## src/include/pma_consts.svh

```systemverilog
`ifndef PMA_CONSTS_SVH
`define PMA_CONSTS_SVH

// physical and virtual address width.
`define PA_WIDTH 22

// the page field sits above the line offset.
`define PAGE_WIDTH 13
`define LINE_WIDTH 9

// a sweep starts at this line offset and counts down to zero.
`define SWEEP_LAST 7

`endif
```

## src/design/pmaPkg.sv

```systemverilog
package pmaPkg;

  // request opcodes on the processor channel.
  typedef enum logic [2:0] {
    opRead    = 3'd0,
    opLoadUbr = 3'd1,
    opLoadEbr = 3'd2,
    opSweep   = 3'd3,
    opReadEra = 3'd4
  } reqOpE;

  // source of an issued physical address.
  typedef enum logic [2:0] {
    cycEbox      = 3'd0,
    cycWriteback = 3'd1,
    cycSweep     = 3'd2,
    cycEra       = 3'd3
  } cycleE;

  typedef enum logic {
    stIdle  = 1'b0,
    stSweep = 1'b1
  } seqStateE;

endpackage

```

## src/design/pmaTop.sv

```systemverilog
`timescale 1ns/1ps
`include "pma_consts.svh"

module pmaTop (
  input  logic                 clock,
  input  logic                 rstN,
  input  logic                 reqValid,
  output logic                 reqReady,
  input  pmaPkg::reqOpE        reqOp,
  input  logic [`PA_WIDTH-1:0] reqAddr,
  input  logic                 reqUser,
  input  logic                 reqPaged,
  input  logic                 wbValid,
  output logic                 wbReady,
  input  logic [`PA_WIDTH-1:0] wbAddr,
  output logic                 paValid,
  input  logic                 paReady,
  output logic [`PA_WIDTH-1:0] pa,
  output logic                 paPar,
  output pmaPkg::cycleE        paCycle
);

  import pmaPkg::*;

  logic                   slotFree;
  logic                   issue;
  cycleE                  issueCycle;
  logic                   ubrLoad;
  logic                   ebrLoad;
  logic                   sweepLoad;
  logic                   sweepStep;
  logic                   sweepLast;
  logic [`PA_WIDTH-1:0]   sweepAddr;
  logic [`PAGE_WIDTH-1:0] basePage;

  cycleSequencer i_seq (
    .clock(clock), .rstN(rstN),
    .reqValid(reqValid), .reqReady(reqReady), .reqOp(reqOp),
    .wbValid(wbValid), .wbReady(wbReady),
    .slotFree(slotFree), .sweepLast(sweepLast),
    .issue(issue), .issueCycle(issueCycle),
    .ubrLoad(ubrLoad), .ebrLoad(ebrLoad),
    .sweepLoad(sweepLoad), .sweepStep(sweepStep)
  );

  sweepCounter i_sweep (
    .clock(clock), .rstN(rstN),
    .sweepLoad(sweepLoad), .sweepStep(sweepStep), .reqAddr(reqAddr),
    .sweepAddr(sweepAddr), .sweepLast(sweepLast)
  );

  baseRegisters i_base (
    .clock(clock), .rstN(rstN),
    .ubrLoad(ubrLoad), .ebrLoad(ebrLoad),
    .reqAddr(reqAddr), .reqUser(reqUser), .basePage(basePage)
  );

  addressMux i_mux (
    .clock(clock), .rstN(rstN),
    .issue(issue), .issueCycle(issueCycle),
    .reqAddr(reqAddr), .reqPaged(reqPaged), .basePage(basePage),
    .wbAddr(wbAddr), .sweepAddr(sweepAddr),
    .paValid(paValid), .paReady(paReady), .pa(pa), .paPar(paPar),
    .paCycle(paCycle), .slotFree(slotFree)
  );

endmodule

```

## src/design/addressMux.sv

```systemverilog
`timescale 1ns/1ps
`include "pma_consts.svh"

module addressMux (
  input  logic                   clock,
  input  logic                   rstN,
  input  logic                   issue,
  input  pmaPkg::cycleE          issueCycle,
  input  logic [`PA_WIDTH-1:0]   reqAddr,
  input  logic                   reqPaged,
  input  logic [`PAGE_WIDTH-1:0] basePage,
  input  logic [`PA_WIDTH-1:0]   wbAddr,
  input  logic [`PA_WIDTH-1:0]   sweepAddr,
  output logic                   paValid,
  input  logic                   paReady,
  output logic [`PA_WIDTH-1:0]   pa,
  output logic                   paPar,
  output pmaPkg::cycleE          paCycle,
  output logic                   slotFree
);

  import pmaPkg::*;

  logic [`PA_WIDTH-1:0] era;
  logic [`PA_WIDTH-1:0] selAddr;

  always_comb begin
    case (issueCycle)
      cycEbox: begin
        // a paged reference keeps only the line offset of the request.
        if (reqPaged) begin
          selAddr = {basePage, reqAddr[`LINE_WIDTH-1:0]};
        end else begin
          selAddr = reqAddr;
        end
      end
      cycWriteback: selAddr = wbAddr;
      cycSweep:     selAddr = sweepAddr;
      cycEra:       selAddr = era;
      default:      selAddr = reqAddr;
    endcase
  end

  // the output register can take a new address when empty or draining.
  assign slotFree = ~paValid | paReady;

  always_ff @(posedge clock or negedge rstN) begin
    if (!rstN) begin
      paValid <= 1'b0;
      era     <= '0;
    end else begin
      if (issue) begin
        paValid <= 1'b1;
      end else if (paReady) begin
        paValid <= 1'b0;
      end
      // replays leave the error address alone so they can repeat.
      if (issue && issueCycle != cycEra) begin
        era <= selAddr;
      end
    end
  end

  always_ff @(posedge clock) begin
    if (issue) begin
      pa      <= selAddr;
      paCycle <= issueCycle;
    end
  end

  // odd parity over pa and paPar together.
  assign paPar = ~^pa;

endmodule

```

## src/design/cycleSequencer.sv

```systemverilog
`timescale 1ns/1ps

module cycleSequencer (
  input  logic            clock,
  input  logic            rstN,
  input  logic            reqValid,
  output logic            reqReady,
  input  pmaPkg::reqOpE   reqOp,
  input  logic            wbValid,
  output logic            wbReady,
  input  logic            slotFree,
  input  logic            sweepLast,
  output logic            issue,
  output pmaPkg::cycleE   issueCycle,
  output logic            ubrLoad,
  output logic            ebrLoad,
  output logic            sweepLoad,
  output logic            sweepStep
);

  import pmaPkg::*;

  seqStateE state;
  seqStateE nextState;
  logic     started;

  // started keeps both channels closed for the first cycle out of reset.
  always_ff @(posedge clock or negedge rstN) begin
    if (!rstN) begin
      state   <= stIdle;
      started <= 1'b0;
    end else begin
      state   <= nextState;
      started <= 1'b1;
    end
  end

  always_comb begin
    nextState  = state;
    reqReady   = 1'b0;
    wbReady    = 1'b0;
    issue      = 1'b0;
    issueCycle = cycEbox;
    ubrLoad    = 1'b0;
    ebrLoad    = 1'b0;
    sweepLoad  = 1'b0;
    sweepStep  = 1'b0;
    case (state)
      stIdle: begin
        // writebacks win over processor requests.
        wbReady  = started & slotFree & wbValid;
        reqReady = started & slotFree & ~wbValid;
        if (wbValid && wbReady) begin
          issue      = 1'b1;
          issueCycle = cycWriteback;
        end else if (reqValid && reqReady) begin
          case (reqOp)
            opRead: issue = 1'b1;
            opReadEra: begin
              issue      = 1'b1;
              issueCycle = cycEra;
            end
            opLoadUbr: ubrLoad = 1'b1;
            opLoadEbr: ebrLoad = 1'b1;
            opSweep: begin
              sweepLoad = 1'b1;
              nextState = stSweep;
            end
            default: ;
          endcase
        end
      end
      stSweep: begin
        issueCycle = cycSweep;
        if (slotFree) begin
          issue = 1'b1;
          // the line at offset zero ends the sweep.
          if (sweepLast) begin
            nextState = stIdle;
          end else begin
            sweepStep = 1'b1;
          end
        end
      end
      default: nextState = stIdle;
    endcase
  end

endmodule

```

## src/design/sweepCounter.sv

```systemverilog
`timescale 1ns/1ps
`include "pma_consts.svh"

module sweepCounter (
  input  logic                 clock,
  input  logic                 rstN,
  input  logic                 sweepLoad,
  input  logic                 sweepStep,
  input  logic [`PA_WIDTH-1:0] reqAddr,
  output logic [`PA_WIDTH-1:0] sweepAddr,
  output logic                 sweepLast
);

  logic [`PAGE_WIDTH-1:0] sweepPage;
  logic [`LINE_WIDTH-1:0] lineOffset;

  // the swept page comes from the request that starts the sweep.
  always_ff @(posedge clock) begin
    if (sweepLoad) begin
      sweepPage <= reqAddr[`PA_WIDTH-1 -: `PAGE_WIDTH];
    end
  end

  always_ff @(posedge clock or negedge rstN) begin
    if (!rstN) begin
      lineOffset <= '0;
    end else if (sweepLoad) begin
      lineOffset <= `LINE_WIDTH'(`SWEEP_LAST);
    end else if (sweepStep) begin
      lineOffset <= lineOffset - 1'b1;
    end
  end

  assign sweepAddr = {sweepPage, lineOffset};

  // acts as the carry out of the line counter.
  assign sweepLast = (lineOffset == '0);

endmodule

```

## src/design/baseRegisters.sv

```systemverilog
`timescale 1ns/1ps
`include "pma_consts.svh"

module baseRegisters (
  input  logic                   clock,
  input  logic                   rstN,
  input  logic                   ubrLoad,
  input  logic                   ebrLoad,
  input  logic [`PA_WIDTH-1:0]   reqAddr,
  input  logic                   reqUser,
  output logic [`PAGE_WIDTH-1:0] basePage
);

  logic [`PAGE_WIDTH-1:0] ubr;
  logic [`PAGE_WIDTH-1:0] ebr;
  logic [`PAGE_WIDTH-1:0] loadPage;

  // the new base comes from the page field of the request address.
  assign loadPage = reqAddr[`PA_WIDTH-1 -: `PAGE_WIDTH];

  always_ff @(posedge clock or negedge rstN) begin
    if (!rstN) begin
      ubr <= '0;
      ebr <= '0;
    end else begin
      if (ubrLoad) begin
        ubr <= loadPage;
      end
      if (ebrLoad) begin
        ebr <= loadPage;
      end
    end
  end

  // user references page through the UBR, executive ones through the EBR.
  assign basePage = reqUser ? ubr : ebr;

endmodule

```

## config.mk

```make
export PLATFORM = sky130hd
export DESIGN_NAME = pmaTop
export DESIGN_NICKNAME = d
export VERILOG_FILES = /design/src/design/pmaPkg.sv /design/src/design/pmaTop.sv /design/src/design/addressMux.sv /design/src/design/cycleSequencer.sv /design/src/design/sweepCounter.sv /design/src/design/baseRegisters.sv
export VERILOG_INCLUDE_DIRS = /design/src /design/src/include
export SDC_FILE = /design/constraint.sdc
export NUM_CORES = 1
export LEC_CHECK = 0
export BUFFER_PORTS_ARGS = -buffer_cell sky130_fd_sc_hd__buf_2
export CAP_MARGIN = 20
export CORE_ASPECT_RATIO = 1.75
export CORE_MARGIN = 1.5
export CORE_UTILIZATION = 61
export DETAILED_ROUTE_END_ITERATION = 10
export PLACE_DENSITY = 0.86
export SYNTH_ARGS = -nofsm -noshare
export SYNTH_HDL_FRONTEND = slang
export SYNTH_HIERARCHICAL = 1
export SYNTH_SLANG_ARGS = --single-unit
```

## constraint.sdc

```tcl
create_clock -name clock -period 6.7 [get_ports clock]
set_input_delay 1.34 -clock clock [delete_from_list [all_inputs] [get_ports clock]]
set_output_delay 1.34 -clock clock [all_outputs]
set_load 0.01 [all_outputs]
```

# [Word level (Yosys, flattened, before mapping)]
# Cells that the tools add are included.
[op_classes] bitwise=7 n_addsub=1 n_mux=35 n_eq_ne=8 n_reduce_logical=10
[op_table] op="22-bit case mux with 4 select lines" n=1
[op_table] op="1-bit two-way mux" n=24
[op_table] op="22-bit two-way mux" n=1
[op_table] op="22-bit XNOR reduction" n=1
[op_table] op="9-bit two-way mux" n=2
[op_table] op="13-bit two-way mux" n=1
[op_table] op="3-bit by 2-bit equality test with 1-bit output, second input constant" n=4
[op_table] op="9-bit logical NOT" n=1
[op_table] op="9-bit by 1-bit subtractor with 9-bit output, second input constant" n=1
[op_table] op="3-bit by 1-bit equality test with 1-bit output, second input constant" n=2
[op_table] op="3-bit logical NOT" n=2
[op_table] op="3-bit two-way mux" n=2
[op_table] op="3-bit case mux with 2 select lines" n=1
[op_table] op="1-bit case mux with 2 select lines" n=2
[op_table] op="2-bit nonzero test" n=2
[op_table] op="1-bit AND" n=3
[op_table] op="3-bit equality test, second input constant" n=1
[op_table] op="1-bit logical AND" n=3
[op_table] op="3-bit by 2-bit != test with 1-bit output, second input constant" n=1
[op_table] op="1-bit inverter" n=3
[op_table] op="2-bit two-way mux" n=1
[op_table] op="2-bit OR reduction" n=1
[op_table] op="1-bit bitwise OR" n=1
[totals] word_cells=71 in_bits=54 out_inout_bits=29 register_bits=98

# [Longest topological paths before layout]
# Gate-level depths: netlist (run 1).
[logic_depth] word_depth=10 depth_mapped=10 ltp_nobuf=8

# [Modules after synthesis]
# Netlist (run 1), hierarchy kept.
[by_module_without_submodules] mod="addressMux" instances=1 area_per_inst_um2=3047.9 cells_per_inst=269 seq_area_each_um2=1326.3
[by_module_without_submodules] mod="baseRegisters" instances=1 area_per_inst_um2=1236.2 cells_per_inst=68 seq_area_each_um2=650.6
[by_module_without_submodules] mod="sweepCounter" instances=1 area_per_inst_um2=902.1 cells_per_inst=65 seq_area_each_um2=615.6
[by_module_without_submodules] mod="cycleSequencer" instances=1 area_per_inst_um2=210.2 cells_per_inst=27 seq_area_each_um2=50.0

# [Worst setup path after synthesis (run 1)]
# Ideal clock, no wire load.
[synth_path] path_kind="input -> register" startpoint="in reqOp[1]" endpoint="reg i_mux.era[10]" t_required_ns=6.575 n_path_buf=1 setup_time_ns=0.125 path_stages=5 path_slack_ns=2.519 arrival_ns=4.057 cell_sequence="or3b_2 a31oi_1 o21a_1 buf_4 mux2_2"
[synth_between] elab_chain_cells=7 word_cells_on_any_way=18 cone_classes="eq/ne: 5; mux: 9; reduce/logical: 4"
[synth_rtl] element="start, declared" line_no="pmaTop.sv:9" rtl="input pmaPkg::reqOpE reqOp,"
[synth_rtl] element="3-bit equality test or 3-bit logical NOT (tied branches)" line_no="cycleSequencer.sv:57" rtl="case (reqOp)"
[synth_rtl] element="2-bit OR reduction (no source line) (*)"
[synth_rtl] element="1-bit two-way mux (*)" line_no="cycleSequencer.sv:57"
[synth_rtl] element="1-bit two-way mux (*)" line_no="cycleSequencer.sv:56" rtl="end else if (reqValid && reqReady) begin"
[synth_rtl] element="1-bit two-way mux (*)" line_no="cycleSequencer.sv:53" rtl="if (wbValid && wbReady) begin"
[synth_rtl] element="1-bit case mux with 2 select lines (*)" line_no="cycleSequencer.sv:48" rtl="case (state)"
[synth_rtl] element="net issue" line_no="pmaTop.sv:26" rtl="logic issue;"
[synth_rtl] element="1-bit logical AND (*)" line_no="addressMux.sv:58" rtl="if (issue && issueCycle != cycEra) begin"
[synth_rtl] element="end signal, assigned" line_no="addressMux.sv:59" rtl="era <= selAddr;"
[synth_rtl] element="end, declared" line_no="addressMux.sv:24" rtl="logic [`PA_WIDTH-1:0] era;"
# Mark *: on every way through the listed nets, which the timed path passes. The rest lies on a longest branch.
# A chain may end at the register's enable or synchronous reset.

# [Worst setup path after layout (run 1)]
[layout_path] startpoint="in reqOp[0]" endpoint="reg i_mux.era[12]"
[layout_between] elab_chain_cells=7 word_cells_on_any_way=18 cone_classes="eq/ne: 5; mux: 9; reduce/logical: 4"
[layout_rtl] element="3-bit equality test (*)" line_no="cycleSequencer.sv:57"
[layout_rtl] element="2-bit two-way mux (*)" line_no="cycleSequencer.sv:57"
[layout_rtl] element="3-bit two-way mux (*)" line_no="cycleSequencer.sv:56"
[layout_rtl] element="3-bit two-way mux (*)" line_no="cycleSequencer.sv:53"
[layout_rtl] element="3-bit case mux with 2 select lines (*)" line_no="cycleSequencer.sv:48"
[layout_rtl] element="net issueCycle[1]" line_no="pmaTop.sv:27" rtl="cycleE issueCycle;"
[layout_rtl] element="3-bit by 2-bit equality test with 1-bit output, or another cell as far along" line_no="addressMux.sv:28" rtl="case (issueCycle)"
[layout_rtl] element="22-bit case mux with 4 select lines (*)" line_no="addressMux.sv:28"
[layout_rtl] element="net i_mux.selAddr[12]" line_no="addressMux.sv:25" rtl="logic [`PA_WIDTH-1:0] selAddr;"
# Marks and branches as above.

==> results.sh, run 1 <==
export IMPL_outcome="completed"
export IMPL_synth_top_area_cell="dfrtp_1"
export IMPL_num_vias=3676
export IMPL_yosysSeqAreaShare_pct=48.97
export IMPL_fin_nets=559
export IMPL_synth_top_area_share_pct=27.82
export IMPL_worstSetupPathType="input pin to register"
export IMPL_finalHoldViolations=0
export IMPL_die_height_um=127.4
export IMPL_final_max_slew_viol_count=0
export IMPL_antenna_cells=0
export IMPL_fmax_mhz=249.5
export IMPL_pre_cts_ws_ns=2.379
export IMPL_synthArstFlopShare_pct=61.22
export IMPL_antenna_found_initial=0
export IMPL_core_rowCount=45
export IMPL_cp_end_kind="register"
export IMPL_path_cells="buf_2, nand4bb_1, o31ai_4, buf_4, nor2b_2, a22oi_1, o221ai_1, mux2_2"
export IMPL_fin_worst_skew_ns=0.005616
export IMPL_synth_fp_nets=484
export IMPL_syn_to_final_growth_pct=14.26
export IMPL_cts_root_buf="clkbuf_16"
export IMPL_drc_errors=0
export IMPL_holdWs_ns=0.5081
export IMPL_htreeDepth=3
export IMPL_firstDrtPassIters=4
export IMPL_post_cts_buffers=0
export IMPL_critPathLaunchType="input pin"
export IMPL_first_global_vias=3657
export IMPL_path_clk_slew_ns=0.06
export IMPL_die_x_um=74.10
export IMPL_fill_cells=611
export IMPL_routed_wl_mm=11.23
export IMPL_clk_latency_ns=0.34
export IMPL_avgRoutedWirePerCell_um=17.93
export IMPL_yosysWarnings=6
export IMPL_gp_congestion=0.8150
export IMPL_cts_hold_buf=0
export IMPL_hold_path_class="register to register"
export IMPL_grt_first_pass_wirelength_mm=17.97
export IMPL_synthCells=429
export IMPL_rsz0062_at_grt="false"
export IMPL_pwr_density_cell_nw_per_um2=389.6
export IMPL_synth_edff_count=38
export IMPL_relSlewSlack_pct=43.74
export IMPL_avgSynthCellArea_um2=12.58
export IMPL_synthFlopType="dfrtp_1"
export IMPL_place_detailed_hpwl_mm=7.847
export IMPL_drt_iter0_markers=261
export IMPL_drive_above_1_share_pct=40.67
export IMPL_crit_required_ns=6.99
export IMPL_initial_utilization_pct=62.64
export IMPL_slowest_stage="nor2b_2"
export IMPL_setup_viol=0
export IMPL_final_util_pct=71.58
export IMPL_critPathMaxFanout=32
export IMPL_grt_overflow=0
export IMPL_setup_tns_ns=0
export IMPL_clk_path_buf_depth=2
export IMPL_slowest_delay_ns=0.74
export IMPL_worst_pin_slew_ns=0.8421
export IMPL_numCtsBuffers=9
export IMPL_r2r_slack_ns=3.42
export IMPL_grt_max_degree=61
export IMPL_synth_area_um2=5396
export IMPL_multiInputGateArea_um2=2600
export IMPL_arrival_ns=4.29
export IMPL_clock_sinks=98
export IMPL_synth_distinct_cells=52
export IMPL_peakVddDrop_v=0.0002387
export IMPL_ys_seq_elements=98
export IMPL_period_needed_ns=4.008
export IMPL_io_pins=83
export IMPL_grt_util_all_layers_pct=25.34
export IMPL_routed_via_density=5.872
export IMPL_fin_crit_sh_pct=59.82
export IMPL_cts_tree="yes"
export IMPL_yosys_top_cells_area="dfrtp_1 28%, edfxtp_1 21%, mux2_4 13%"
export IMPL_setup_slack_ns=2.692
export IMPL_core_um2=8615
export IMPL_seq_area_um2=2643
export IMPL_cts_resized=0
export IMPL_cellLeakagePower_uw=0.002545
export IMPL_die_area_um2=9442
export IMPL_cap_violations=0
export IMPL_numPortBuffers=82
export IMPL_ant_nets=0
## routing by layer
metal / GRT usage, % / vias up / wire length (µm) / share of wire, %
met2: 41.12 / 115 / 5809 / 52
li1: - / 1709 / - / -
met5: 0 / - / 0 / 0
met1: 32.24 / 1837 / 4658 / 41
met4: 11.11 / 0 / 203 / 1.8
met3: 5.126 / 15 / 553 / 4.9
## critical path, delay by kind of cell
family | cells | cell delay, ns
AO/OA/AOI/OAI | 3 | 1.06
multiplexers | 1 | 0.19
AND/OR/NAND/NOR | 2 | 1.02
buffers and inverters | 2 | 0.65
## power by group
group | internal [µW] | switching [µW]
Clock | 275 | 210
Combinational | 506 | 464
Sequential | 824 | 125
## state kept, by name, summed over array words and instances, names as in the netlist
name                flops
i_mux/era              22
i_seq/state             1
i_mux/paValid           1
i_mux/paCycle           3
i_sweep/lineOffset      9
i_base/ebr             13
i_seq/started           1
i_base/ubr             13
i_mux/pa               22
i_sweep/sweepPage      13
## synthesized netlist by cell type, types with 2 or more instances
master and number:
xnor2_1 18, o221ai_1 2, o221ai_2 11, nor4_1 5, o31ai_1 2, mux2i_1 10, nand3b_1 10, buf_2 10
nor2b_1 18, conb_1 2, or2_2 3, nor2_1 18, nand2b_1 14, mux2_4 46, edfxtp_1 38, clkbuf_1 6
nand2_1 26, inv_1 6, buf_6 5, a22oi_2 9, a31oi_1 10, mux2_1 3, mux2_2 20, buf_4 3
o21ai_0 11, a21oi_1 33, xor2_1 3, dfrtp_1 60, a22oi_1 4
## logic make-up (layout without fill, tap and decap cells)
family,after synthesis,after routing,share of synthesized area [%]
compound gates,85,85,12.13
simple gates,109,109,11.59
flops,98,98,48.97
buf+inv,33,113,3.663
other cells,2,2,0.1392
mux,79,79,19.45
fa+ha+maj,1,1,0.2318
xor+xnor,22,22,3.826
## cells in the final DEF, fill, tap and decap left out, drive strengths merged, types with 4 or more instances in the layout
master / synthesis / final
nor2: 19 / 19
clkbuf: 7 / 14
mux2: 69 / 69
nor2b: 19 / 19
o221ai: 13 / 13
a22oi: 13 / 13
a21oi: 33 / 33
edfxtp: 38 / 38
a31oi: 10 / 10
or2: 4 / 4
dfrtp: 60 / 60
buf: 19 / 90
nand2b: 14 / 14
nor4: 6 / 6
xnor2: 18 / 18
nand3b: 10 / 10
inv: 7 / 8
mux2i: 10 / 10
o21ai: 11 / 11
nand2: 26 / 26
## final cells by class
cell class,instances,area share [%]
Clock buffer,14,4.302
Clock inverter,2,0.1826
Inverter,7,0.4261
Multi-Input combinational cell,298,42.17
Sequential cell,98,42.86
Tap cell,117,2.374
Timing Repair Buffer,90,7.691
## path summary, 6_finish.rpt
| path | from | end | cells after the start |
|---|---|---|---|
| max in group asynchronous | rstN | i_mux/era[14]$_DFFE_PN0P_ | 2 |
| worst min register to register | i_base/ebr[0]$_DFFE_PN0P_ | i_base/ebr[0]$_DFFE_PN0P_ | 1 |
| worst max-delay path | reqOp[0] | i_mux/era[12]$_DFFE_PN0P_ | 8 |
| worst max register to register | i_mux/paValid$_DFFE_PN0P_ | i_mux/era[12]$_DFFE_PN0P_ | 8 |
| worst min-delay path | i_base/ebr[0]$_DFFE_PN0P_ | i_base/ebr[0]$_DFFE_PN0P_ | 1 |
| min in group asynchronous | rstN | i_mux/paValid$_DFFE_PN0P_ | 2 |
## per-stage QoR
step | instances | cell area (µm²) | total power, µW
6_report | 626 | 6166 | 2402
5_1_grt | 626 | 6166 | 2535
4_1_cts | 625 | 6155 | 2412
3_5_place_dp | 609 | 5878 | 1923
3_3_place_gp | 609 | 5878 | 1874
2_1_floorplan | 429 | 5396 | 1689
Note: power is estimated with default switching activity, not from simulation.
==> inputs of run 2 (changes only) <==
--- a/config.mk
+++ b/config.mk
@@ -10,9 +10,9 @@
 export CAP_MARGIN = 20
 export CORE_ASPECT_RATIO = 1.75
 export CORE_MARGIN = 1.5
-export CORE_UTILIZATION = 61
+export CORE_UTILIZATION = 52
 export DETAILED_ROUTE_END_ITERATION = 10
-export PLACE_DENSITY = 0.86
+export PLACE_DENSITY = 0.78
 export SYNTH_ARGS = -nofsm -noshare
 export SYNTH_HDL_FRONTEND = slang
 export SYNTH_HIERARCHICAL = 1
==> constraint.sdc (replaced) <==
create_clock -name clock -period 3.2 [get_ports clock]
set_input_delay 0.64 -clock clock [delete_from_list [all_inputs] [get_ports clock]]
set_output_delay 0.64 -clock clock [all_outputs]
set_load 0.01 [all_outputs]
==> results.sh, run 2 (synthesis results as in run 1) <==
export IMPL_htreeDepth=3
export IMPL_mostFrequentLayoutCell="buf_2"
export IMPL_stdcell_count=642
export IMPL_path_cells="xor2_1, xnor2_1, xnor2_1, xnor3_1, buf_2"
export IMPL_grt_util_all_layers_pct=22.78
export IMPL_place_detailed_hpwl_mm=8.843
export IMPL_path_common_cell="xnor2_1"
export IMPL_ant_nets=0
export IMPL_fmax_mhz=362.4
export IMPL_cts_resized=0
export IMPL_pwr_density_cell_nw_per_um2=828.4
export IMPL_cts_root_buf="clkbuf_16"
export IMPL_antenna_cells=0
export IMPL_post_cts_buffers=0
export IMPL_holdWs_ns=0.4448
export IMPL_slowest_delay_ns=0.43
export IMPL_worst_pin_slew_ns=0.8397
export IMPL_relSlewSlack_pct=44.02
export IMPL_clock_sinks=98
export IMPL_worstSetupPathType="register to primary output"
export IMPL_arrival_ns=2.12
export IMPL_final_cell_mix="82 x buf_2, 60 x dfrtp_1, 46 x mux2_4"
export IMPL_numCtsBuffers=9
export IMPL_num_vias=3636
export IMPL_fin_nets=565
export IMPL_cellLeakagePower_uw=0.002586
export IMPL_final_max_slew_viol_count=0
export IMPL_cp_end_kind="primary output"
export IMPL_cts_hold_buf=0
export IMPL_finalHoldViolations=0
export IMPL_outcome="completed"
export IMPL_critPathLaunchType="register"
export IMPL_slowest_stage="edfxtp_1"
export IMPL_io_pins=83
export IMPL_placedCellCount=626
export IMPL_firstDrtPassIters=4
export IMPL_setup_tns_ns=0
export IMPL_routed_wl_mm=12.14
export IMPL_drt_iter0_markers=213
export IMPL_die_height_um=137.8
export IMPL_clk_path_buf_depth=2
export IMPL_rsz0062_at_grt="false"
export IMPL_first_global_vias=3736
export IMPL_peakVddDrop_v=0.0006480
export IMPL_setup_viol=0
export IMPL_fin_worst_skew_ns=0.006819
export IMPL_period_needed_ns=2.759
export IMPL_hold_path_class="input pin to asynchronous set/reset pin"
export IMPL_crit_required_ns=2.56
export IMPL_final_util_pct=61.45
export IMPL_die_area_um2=11020
export IMPL_grt_first_pass_wirelength_mm=18.91
export IMPL_gp_congestion=0.7813
export IMPL_cts_tree="yes"
export IMPL_antenna_found_initial=0
export IMPL_critPathMaxFanout=2
export IMPL_avgRoutedWirePerCell_um=18.91
export IMPL_fin_crit_sh_pct=86.23
export IMPL_grt_max_degree=61
export IMPL_path_clk_slew_ns=0.06
export IMPL_routed_via_density=5.664
export IMPL_core_rowCount=49
export IMPL_cap_violations=0
export IMPL_drive_above_1_share_pct=41.36
export IMPL_initial_utilization_pct=53.02
export IMPL_numPortBuffers=82
export IMPL_die_x_um=80.01
export IMPL_fill_cells=818
export IMPL_grt_overflow=0
export IMPL_core_um2=10180
export IMPL_clk_latency_ns=0.34
export IMPL_top_regs="i_mux/era: 22 flops, i_mux/pa: 22 flops"
export IMPL_syn_to_final_growth_pct=15.88
export IMPL_drc_errors=0
-- run 2: changes by cell type in the layout (fill, tap and decap cells not counted) --
cell,delta
clkinv_1,+2
buf_6,-1
clkinv_2,-1
inv_4,-1
clkbuf_8,+2
bufinv_16,+1
clkbuf_16,-1
clkbuf_1,-2
buf_12,+1
buf_4,+6
-- run 2: layout make-up --
type                       instances  area (µm²)  area share [%]
multi-input combinational        298        2600           41.58
clock inverter                     3       37.54          0.6002
tap                              127       158.9           2.541
sequential                        98        2643           42.26
inverter                           7       26.28          0.4202
clock buffer                      13       260.3           4.162
timing repair buffer              96       528.0           8.443
-- run 2: per-stage QoR --
| step | total power, µW | cell area [µm²] | worst slack [ns] |
|---|---|---|---|
| 6_report | 5181 | 6254 | 0.4408 |
| 5_1_grt | 5457 | 6254 | 0.4382 |
| 4_1_cts | 5222 | 6254 | 0.4051 |
| 3_5_place_dp | 4109 | 5956 | 0.3662 |
| 3_3_place_gp | 4027 | 5956 | 0.4457 |
| 2_1_floorplan | 3538 | 5408 | 0.2339 |
-- run 2: layer usage --
metal	wire length [µm]	vias to the layer above	track usage, %
met5	0	-	0
met4	196	0	8.525
met3	382	15	3.377
met2	7149	88	44.26
met1	4409	1808	23.97
li1	-	1725	-
-- run 2: path summary, 6_finish.rpt --
check / start / endpoint / slack [ns] / cells after the start
hold / removal: rstN / i_mux/paValid$_DFFE_PN0P_ / 0.44 / 2
setup reg to reg: i_sweep/lineOffset[4]$_DFFE_PN0P_ / i_sweep/lineOffset[8]$_DFFE_PN0P_ / 0.70 / 6
max in group asynchronous: rstN / i_base/ubr[2]$_DFFE_PN0P_ / 2.21 / 2
hold reg to reg: i_base/ubr[12]$_DFFE_PN0P_ / i_base/ubr[12]$_DFFE_PN0P_ / 0.50 / 1
setup / recovery: i_mux/pa[14]$_DFFE_PP_ / paPar / 0.44 / 5
min in group clock: i_base/ubr[12]$_DFFE_PN0P_ / i_base/ubr[12]$_DFFE_PN0P_ / 0.50 / 1
-- run 2: worst max-delay path: cells and delay by family, from the launching register on --
family                    cells  cell delay [ns]
xor gates and xnor gates      4             1.19
buffers and inverters         1             0.15
DFF                           1             0.43
-- run 2: power breakdown --
part           total [µW]  leakage (µW)  switching [µW]  internal, µW
sequential           1980       0.00110             255          1720
clock                1090      0.000145             443           644
combinational        2110       0.00134            1020          1090
total                5180       0.00259            1720          3460
